--- config.mk ---
export PLATFORM = sky130hd
export DESIGN_NAME = timer_subsystem
export DESIGN_NICKNAME = d
export VERILOG_FILES = /design/src/verilog/gb_timer_pkg.sv /design/src/verilog/io_bus.sv /design/src/verilog/timer.sv /design/src/verilog/interrupt_ctrl.sv /design/src/verilog/timer_subsystem.sv
export SDC_FILE = /design/constraint.sdc
export NUM_CORES = 1
export LEC_CHECK = 0
export CAP_MARGIN = 30
export CORE_UTILIZATION = 40
export CTS_CLUSTER_DIAMETER = 120
export DETAILED_ROUTE_END_ITERATION = 12
export DONT_BUFFER_PORTS = 1
export GPL_TIMING_DRIVEN = 0
export HOLD_SLACK_MARGIN = 0.03
export PLACE_DENSITY = 0.54
export SYNTH_ARGS = -nofsm -noshare
export SYNTH_HDL_FRONTEND = slang
export SYNTH_SLANG_ARGS = --single-unit
export TNS_END_PERCENT = 10
--- constraint.sdc ---
create_clock -name clk_1m -period 3.6 [get_ports clk_1m]
set_input_delay 0.72 -clock clk_1m [delete_from_list [all_inputs] [get_ports clk_1m]]
set_output_delay 0.72 -clock clk_1m [all_outputs]
set_load 0.02 [all_outputs]
--- src/verilog/gb_timer_pkg.sv ---
package gb_timer_pkg;

    ////////////////////////////////////////////////////////////////////////////
    // Widths
    ////////////////////////////////////////////////////////////////////////////

    // CPU bus address and register byte
    typedef logic [15:0] addr_t;
    typedef logic [7:0]  data_t;

    // Free running divider, DIV is its upper byte
    typedef logic [15:0] div_t;

    // One bit per source: vblank, lcd, timer, serial, joypad
    typedef logic [4:0]  irq_bits_t;

    ////////////////////////////////////////////////////////////////////////////
    // Register map
    ////////////////////////////////////////////////////////////////////////////

    localparam addr_t ADDR_DIV  = 16'hFF04;
    localparam addr_t ADDR_TIMA = 16'hFF05;
    localparam addr_t ADDR_TMA  = 16'hFF06;
    localparam addr_t ADDR_TAC  = 16'hFF07;
    localparam addr_t ADDR_IF   = 16'hFF0F;
    localparam addr_t ADDR_IE   = 16'hFFFF;

    // Bit positions
    localparam int IRQ_TIMER      = 2;
    localparam int TAC_ENABLE_BIT = 2;

    // TIMA sequencing, reload happens one cycle after the wrap
    typedef enum logic {
        TIMA_RUN,
        TIMA_OVERFLOW
    } tima_state_t;

endpackage

--- src/verilog/io_bus.sv ---
module io_bus (
    input  gb_timer_pkg::addr_t addr,
    input  logic                rd,
    input  gb_timer_pkg::data_t timer_rdata,
    input  gb_timer_pkg::data_t intc_rdata,
    output logic                timer_sel,
    output logic                intc_sel,
    output gb_timer_pkg::data_t rdata
);

    ////////////////////////////////////////////////////////////////////////////
    // Address decode
    ////////////////////////////////////////////////////////////////////////////

    // Timer owns FF04 to FF07
    assign timer_sel = (addr >= gb_timer_pkg::ADDR_DIV)
                    && (addr <= gb_timer_pkg::ADDR_TAC);

    // IF and IE are not contiguous
    assign intc_sel = (addr == gb_timer_pkg::ADDR_IF)
                   || (addr == gb_timer_pkg::ADDR_IE);

    ////////////////////////////////////////////////////////////////////////////
    // Read mux
    ////////////////////////////////////////////////////////////////////////////

    // Idle bus and unmapped space float high
    always_comb begin
        if (!rd) begin
            rdata = 8'hFF;
        end else if (timer_sel) begin
            rdata = timer_rdata;
        end else if (intc_sel) begin
            rdata = intc_rdata;
        end else begin
            rdata = 8'hFF;
        end
    end

endmodule

--- src/verilog/timer.sv ---
module timer (
    input  logic                clk_1m,
    input  logic                rst,
    input  gb_timer_pkg::addr_t addr,
    input  gb_timer_pkg::data_t wdata,
    input  logic                wr,
    input  logic                sel,
    input  logic                int_tim_ack,
    output gb_timer_pkg::data_t rdata,
    output logic                int_tim_req
);

    // Divider and the three timer registers
    gb_timer_pkg::div_t        div_cnt;
    gb_timer_pkg::data_t       tima;
    gb_timer_pkg::data_t       tma;
    gb_timer_pkg::data_t       tac;
    gb_timer_pkg::tima_state_t state;

    // Tap edge detection
    logic tap;
    logic tap_prev;
    logic tick;

    // Write and reload qualifiers
    logic       bus_wr;
    logic       reload;
    logic [8:0] tima_inc;

    assign bus_wr = wr && sel;

    // A pending reload waits while the bus writes any timer register
    assign reload = (state == gb_timer_pkg::TIMA_OVERFLOW) && !bus_wr;

    // Ninth bit is the carry out of FF
    assign tima_inc = {1'b0, tima} + 9'd1;

    ////////////////////////////////////////////////////////////////////////////
    // Divider and tap selection
    ////////////////////////////////////////////////////////////////////////////

    always_ff @(posedge clk_1m) begin
        if (rst) begin
            div_cnt <= '0;
        end else if (bus_wr && (addr == gb_timer_pkg::ADDR_DIV)) begin
            // Any write to DIV clears the whole divider
            div_cnt <= '0;
        end else begin
            div_cnt <= div_cnt + 1'b1;
        end
    end

    // TAC bits 1:0 pick the divider bit, bit 2 gates it
    always_comb begin
        case (tac[1:0])
            2'b00:   tap = div_cnt[9];
            2'b01:   tap = div_cnt[3];
            2'b10:   tap = div_cnt[5];
            default: tap = div_cnt[7];
        endcase
        tap = tap && tac[gb_timer_pkg::TAC_ENABLE_BIT];
    end

    always_ff @(posedge clk_1m) begin
        if (rst) begin
            tap_prev <= 1'b0;
        end else begin
            tap_prev <= tap;
        end
    end

    // Rising edge of the selected tap
    assign tick = tap && !tap_prev;

    ////////////////////////////////////////////////////////////////////////////
    // TIMA, TMA, TAC
    ////////////////////////////////////////////////////////////////////////////

    always_ff @(posedge clk_1m) begin
        if (rst) begin
            tima  <= '0;
            tma   <= '0;
            tac   <= '0;
            state <= gb_timer_pkg::TIMA_RUN;
        end else if (bus_wr) begin
            // Bus write beats increment and reload
            case (addr)
                gb_timer_pkg::ADDR_TIMA: tima <= wdata;
                gb_timer_pkg::ADDR_TMA:  tma  <= wdata;
                gb_timer_pkg::ADDR_TAC:  tac  <= wdata;
                default: ;
            endcase
        end else if (reload) begin
            tima  <= tma;
            state <= gb_timer_pkg::TIMA_RUN;
        end else if (tick) begin
            tima <= tima_inc[7:0];
            if (tima_inc[8]) begin
                state <= gb_timer_pkg::TIMA_OVERFLOW;
            end
        end
    end

    ////////////////////////////////////////////////////////////////////////////
    // Interrupt request
    ////////////////////////////////////////////////////////////////////////////

    // Raised with the reload, held until the controller acknowledges it.
    // A new reload while still high just merges.
    always_ff @(posedge clk_1m) begin
        if (rst) begin
            int_tim_req <= 1'b0;
        end else if (reload) begin
            int_tim_req <= 1'b1;
        end else if (int_tim_req && int_tim_ack) begin
            int_tim_req <= 1'b0;
        end
    end

    // Register read
    always_comb begin
        case (addr)
            gb_timer_pkg::ADDR_DIV:  rdata = div_cnt[15:8];
            gb_timer_pkg::ADDR_TIMA: rdata = tima;
            gb_timer_pkg::ADDR_TMA:  rdata = tma;
            gb_timer_pkg::ADDR_TAC:  rdata = tac;
            default:                 rdata = 8'hFF;
        endcase
    end

    ////////////////////////////////////////////////////////////////////////////
    // Checks
    ////////////////////////////////////////////////////////////////////////////

    // Request only drops after the controller has seen it
    req_held_until_ack: assert property (
        @(posedge clk_1m) disable iff (rst)
        ($fell(int_tim_req) && !$past(rst)) |-> $past(int_tim_ack)
    );

    // Overflow lasting two cycles means a write held the reload off
    overflow_one_cycle: assert property (
        @(posedge clk_1m) disable iff (rst)
        ((state == gb_timer_pkg::TIMA_OVERFLOW)
            && $past(state == gb_timer_pkg::TIMA_OVERFLOW)) |-> $past(bus_wr)
    );

endmodule

--- src/verilog/interrupt_ctrl.sv ---
module interrupt_ctrl #(
    parameter gb_timer_pkg::addr_t VECTOR_BASE   = 16'h0040,
    parameter integer              VECTOR_STRIDE = 8
) (
    input  logic                clk_1m,
    input  logic                rst,
    input  gb_timer_pkg::addr_t addr,
    input  gb_timer_pkg::data_t wdata,
    input  logic                wr,
    input  logic                sel,
    input  logic                int_tim_req,
    input  logic [3:0]          irq_ext,
    input  logic                irq_taken,
    output gb_timer_pkg::data_t rdata,
    output logic                int_tim_ack,
    output logic                irq,
    output gb_timer_pkg::addr_t vector
);

    gb_timer_pkg::irq_bits_t if_q;
    gb_timer_pkg::data_t     ie_q;

    gb_timer_pkg::irq_bits_t pending;
    gb_timer_pkg::irq_bits_t set_bits;
    gb_timer_pkg::irq_bits_t clear_bits;
    gb_timer_pkg::irq_bits_t if_next;
    logic [2:0]              pend_idx;
    logic                    tim_capture;
    logic                    if_wr;
    logic                    ie_wr;

    assign if_wr = wr && sel && (addr == gb_timer_pkg::ADDR_IF);
    assign ie_wr = wr && sel && (addr == gb_timer_pkg::ADDR_IE);

    ////////////////////////////////////////////////////////////////////////////
    // Request capture
    ////////////////////////////////////////////////////////////////////////////

    // New timer request seen, ack goes out on this same edge
    assign tim_capture = int_tim_req && !int_tim_ack;

    always_ff @(posedge clk_1m) begin
        if (rst) begin
            int_tim_ack <= 1'b0;
        end else begin
            int_tim_ack <= tim_capture;
        end
    end

    // External pulses are vblank, lcd, serial, joypad
    always_comb begin
        set_bits                          = {irq_ext[3:2], 1'b0, irq_ext[1:0]};
        set_bits[gb_timer_pkg::IRQ_TIMER] = tim_capture;
    end

    ////////////////////////////////////////////////////////////////////////////
    // Priority and vector
    ////////////////////////////////////////////////////////////////////////////

    assign pending = if_q & ie_q[4:0];
    assign irq     = |pending;

    // Lowest index wins, so scan downwards
    always_comb begin
        pend_idx = '0;
        for (int i = 4; i >= 0; i--) begin
            if (pending[i]) begin
                pend_idx = 3'(i);
            end
        end
    end

    assign vector = VECTOR_BASE
                  + gb_timer_pkg::addr_t'(VECTOR_STRIDE) * gb_timer_pkg::addr_t'(pend_idx);

    // Taken clears the source the vector pointed at
    assign clear_bits = (irq_taken && irq) ? (5'b00001 << pend_idx) : '0;

    ////////////////////////////////////////////////////////////////////////////
    // IF and IE
    ////////////////////////////////////////////////////////////////////////////

    // Ordering: set requests, then bus write, then taken
    always_comb begin
        if_next = if_q & ~clear_bits;
        if (if_wr) begin
            if_next = wdata[4:0];
        end
        if_next = if_next | set_bits;
    end

    always_ff @(posedge clk_1m) begin
        if (rst) begin
            if_q <= '0;
            ie_q <= '0;
        end else begin
            if_q <= if_next;
            if (ie_wr) begin
                ie_q <= wdata;
            end
        end
    end

    // Unused IF bits read back as ones
    always_comb begin
        case (addr)
            gb_timer_pkg::ADDR_IF: rdata = {3'b111, if_q};
            gb_timer_pkg::ADDR_IE: rdata = ie_q;
            default:               rdata = 8'hFF;
        endcase
    end

    // CPU only takes an interrupt that is actually raised
    taken_while_irq: assert property (
        @(posedge clk_1m) disable iff (rst)
        irq_taken |-> irq
    );

endmodule

--- src/verilog/timer_subsystem.sv ---
module timer_subsystem #(
    parameter gb_timer_pkg::addr_t VECTOR_BASE   = 16'h0040,
    parameter integer              VECTOR_STRIDE = 8
) (
    input  logic                clk_1m,
    input  logic                rst,
    input  gb_timer_pkg::addr_t addr,
    input  gb_timer_pkg::data_t wdata,
    input  logic                wr,
    input  logic                rd,
    input  logic [3:0]          irq_ext,
    input  logic                irq_taken,
    output gb_timer_pkg::data_t rdata,
    output logic                irq,
    output gb_timer_pkg::addr_t vector
);

    // Block selects and read data
    logic                timer_sel;
    logic                intc_sel;
    gb_timer_pkg::data_t timer_rdata;
    gb_timer_pkg::data_t intc_rdata;

    // Timer interrupt handshake
    logic int_tim_req;
    logic int_tim_ack;

    io_bus u_io_bus (
        .addr        (addr),
        .rd          (rd),
        .timer_rdata (timer_rdata),
        .intc_rdata  (intc_rdata),
        .timer_sel   (timer_sel),
        .intc_sel    (intc_sel),
        .rdata       (rdata)
    );

    timer u_timer (
        .clk_1m      (clk_1m),
        .rst         (rst),
        .addr        (addr),
        .wdata       (wdata),
        .wr          (wr),
        .sel         (timer_sel),
        .int_tim_ack (int_tim_ack),
        .rdata       (timer_rdata),
        .int_tim_req (int_tim_req)
    );

    interrupt_ctrl #(
        .VECTOR_BASE   (VECTOR_BASE),
        .VECTOR_STRIDE (VECTOR_STRIDE)
    ) u_interrupt_ctrl (
        .clk_1m      (clk_1m),
        .rst         (rst),
        .addr        (addr),
        .wdata       (wdata),
        .wr          (wr),
        .sel         (intc_sel),
        .int_tim_req (int_tim_req),
        .irq_ext     (irq_ext),
        .irq_taken   (irq_taken),
        .rdata       (intc_rdata),
        .int_tim_ack (int_tim_ack),
        .irq         (irq),
        .vector      (vector)
    );

endmodule

==> impl_metrics.csv <==
group,metric,value,unit
status,status,"finished, final reports clean",
global_routing,grt_util_all_layers,22.08,%
finish,post-route-util,47.86,%
logic_synthesis,syn_area_per_cell,8.391,um2
pwr,p_leak,1.372,nW
critical_path,worstPathRequired,2880,ps
pwr,powerDensity,393.1,mW/mm2
timing,setup_viol,0,
critical_path,crit_chain,"or4_4 -> or4_1 -> clkbuf_1 -> o221ai_1",
critical_path,worstSetupEndpointType,"output pin",
critical_path,cp_slowest_cell,"or4_1",
die,die_h,90.70,um
pwr,power.switching,0.0003030,W
critical_path,max_stage_delay,570,ps
timing,slew_headroom,46.23,%
logic_synthesis,synth_ff_type,"dfxtp_1",
finish,num-nets-final,433,
clock_network,cts_made_buffers,9,
pwr,clkPwrFrac,48.7,%
global_routing,grt_pass1_vias,2617,
finish,drive_above_1_share,10.92,%
pwr,pwr-share-comb,5.2,%
min_path,hp-class,"flip-flop to flip-flop",
placed_design,dpl.hpwl,6475,um
critical_path,startpoint_type,"primary input",
logic_synthesis,synth_cell_types,49,
pwr,internal-power,0.001091,W
global_routing,grt_antenna_before_repair,0,
pwr,ir_worst_vdd,0.1754,mV
placed_design,port_buffers,0,
timing,grt_setup_unrepaired,"no",
routing,drt_iter0_drc,181,
clock_network,cts_tree,"yes",
finish,stdcell_count,502,
global_routing,grt_start_max_net_pins,11,
die,core,0.007408,mm2
timing,finalCriticalPeriod,3403,ps
logic_synthesis,syn_inst,375,
finish,seq_area,0.001141,mm2
finish,nFillCells,738,
timing,finalHoldViolCount,0,
logic_synthesis,async_reset_ff_share,0,%
critical_path,worst-path-buf-inv,1,
placed_design,place.gp.congestion,0.8359,
routing,vias,2771,
run,drv_cap,0,
critical_path,setup.worst_path.class,"primary input to output pin",
timing,setup_tns,0,ps
timing,tightestPinTransition,799.2,ps
timing,maxSlewViolCount,0,
timing,fin_crit_sh,94.52,%
logic_synthesis,synth_edf_count,0,
die,start_util,42.48,%
finish,multi_input_area,0.001878,mm2
clock_network,path_clk_slew,60,ps
clock_network,cts_sinks,57,
routing,ant_nets,0,
clock_network,clk_latency,330,ps
logic_synthesis,yosysWarningCount,0,
finish,antenna_cells,0,
clock_network,cts_setup_buffers,0,
logic_synthesis,syn_area,0.003147,mm2
die,die_w,90.70,um
routing,drc,0,
routing,firstDrtPassIters,4,
critical_path,crit_fanout,10,
clock_network,root_buffer,"clkbuf_8",
critical_path,crit_arrival,2680,ps
logic_synthesis,yosysSeqAreaShare,36.26,%
placed_design,post-place-cells,486,
timing,holdWs,453.2,ps
timing,clock_skew,8.970,ps
pwr,fin_total_pwr,0.001394,W
routing,wl_per_cell,17.41,um
clock_network,ctsLongestPathBuffers,2,
routing,viasPerCell,5.520,
critical_path,critPathTopFamily,"simple AND/OR/NAND/NOR gates",
die,rows,31,
die,dieArea,0.008226,mm2
pwr,p_seq_share,46.1,%
global_routing,grt.overflow.total,0,
routing,routed_wl,8741,um
logic_synthesis,ys_ff_latch,57,
die,io_pins,58,
timing,fmax,293.9,MHz
pwr,swShare,21.74,%
global_routing,grt_pass1_wl,13930,um
finish,area_growth,12.68,%
clock_network,htreeDepth,3,
## layout make-up
class	instances	area share (%)
Tap cell	99	3.493
Buffer	28	4.622
Clock buffer	14	4.587
Timing Repair Buffer	1	0.1411
Sequential cell	57	32.18
Multi-Input combinational cell	298	52.96
Clock inverter	2	1.694
Inverter	3	0.3176
## metrics by stage
| step | area (um2) | setup slack, ps |
|---|---|---|
| after floorplan | 3188 | 480.2 |
| after global placement | 3312 | 41.68 |
| after detailed placement | 3317 | 42.29 |
| after CTS | 3540 | 31.47 |
| after global routing | 3546 | 91.05 |
| final | 3546 | 197.3 |
## sequential cells by signal (all words and copies together), names as in the netlist
signal,flops
u_timer.tima,8
u_timer.tac,8
u_interrupt_ctrl.if_q,5
u_timer.tma,8
u_timer.int_tim_req,1
u_timer.tap_prev,1
u_timer.state,1
u_timer.div_cnt,16
u_interrupt_ctrl.ie_q,8
u_interrupt_ctrl.int_tim_ack,1
## synthesized netlist by cell type (4+ instances only)
library cell | instances | share of area, %
a211oi_1 | 4 | 0.95
a21oi_1 | 29 | 4.6
a31oi_1 | 6 | 1.2
and2_1 | 4 | 0.80
and3_1 | 12 | 2.4
and4_1 | 4 | 1.1
buf_4 | 13 | 3.1
clkbuf_1 | 11 | 1.3
dfxtp_1 | 57 | 36
mux2i_1 | 24 | 7.6
mux4_2 | 5 | 3.6
nand2_1 | 46 | 5.5
nand2b_1 | 4 | 0.80
nand3_1 | 24 | 3.8
nand4_1 | 9 | 1.8
nor2_1 | 43 | 5.1
nor3_1 | 4 | 0.64
nor4_1 | 4 | 0.80
o21ai_0 | 7 | 1.1
o221ai_1 | 4 | 1.1
xnor2_1 | 9 | 2.5
xor2_1 | 9 | 2.5
## cell families (layout without fill, tap and decap cells)
family	count (synthesis)	count (layout)	synth area share, %
adder cells (fa/ha/maj)	2	2	0.7951
AO/OA/AOI/OAI	66	66	13.28
AND/OR/NAND/NOR	168	168	26.44
XOR/XNOR	18	18	5.010
multiplexers	31	31	12.41
flip-flops	57	57	36.26
buffers and inverters	31	48	5.566
other	2	13	0.2387
## cells in the final DEF (no fill, tap or decap), drive strengths merged, types with 2 or more instances in the layout
cell type | netlist | layout
ha | 2 | 2
a31oi | 6 | 6
a211oi | 4 | 4
nand4b | 2 | 2
nand4 | 9 | 9
bufinv | 0 | 2
and3 | 12 | 12
o21ai | 7 | 7
nor3 | 4 | 4
xnor2 | 9 | 9
nor4 | 4 | 4
nor2 | 44 | 44
o211ai | 3 | 3
mux2i | 25 | 25
dfxtp | 57 | 57
nand2 | 46 | 46
nand2b | 4 | 4
o22ai | 3 | 3
and2 | 4 | 4
o221ai | 4 | 4
a21oi | 29 | 29
and4 | 4 | 4
nor2b | 3 | 3
or4 | 4 | 4
clkbuf | 11 | 25
buf | 17 | 18
a22oi | 3 | 3
nand3 | 25 | 25
conb | 2 | 13
xor2 | 9 | 9
mux4 | 5 | 5
inv | 3 | 3
## power by group through the flow
stage | combinational (W) | sequential (W) | clock [W]
finish | 0.0000721 | 0.000643 | 0.000679
global route | 0.0000779 | 0.000643 | 0.000725
CTS | 0.0000718 | 0.000643 | 0.000693
detailed placement | 0.0000716 | 0.000657 | 0
global placement | 0.0000707 | 0.000657 | 0
floorplan | 0.0000576 | 0.000655 | 0
## worst min-delay path, cell delays in order (launching register included)
cell and delay, ps:
dfxtp_1 310, nand2_1 50, a21oi_1 50
## final timing paths
kind / slack, ps / from / endpoint / cells past startpoint
max reg2reg: 1830 / u_timer.tac[1] / u_timer.tima[1] / 5
min: 450 / u_timer.tac[7] / u_timer.tac[7] / 2
max: 200 / addr[5] / rdata[3] / 4
min reg2reg: 450 / u_timer.tac[7] / u_timer.tac[7] / 2
## metal layers
| layer | track usage (%) | part of all wire, % |
|---|---|---|
| met1 | 29.61 | 47 |
| met2 | 34.34 | 46 |
| met3 | 5.387 | 6.1 |
| met4 | 7.796 | 0.98 |
| met5 | 0 | 0 |
## what timing repair did
item	in CTS	in global routing
resized for setup	0	1
hold buffers	0	0
setup endpoints to repair	0	4
Power figures use the tool's default switching activity.
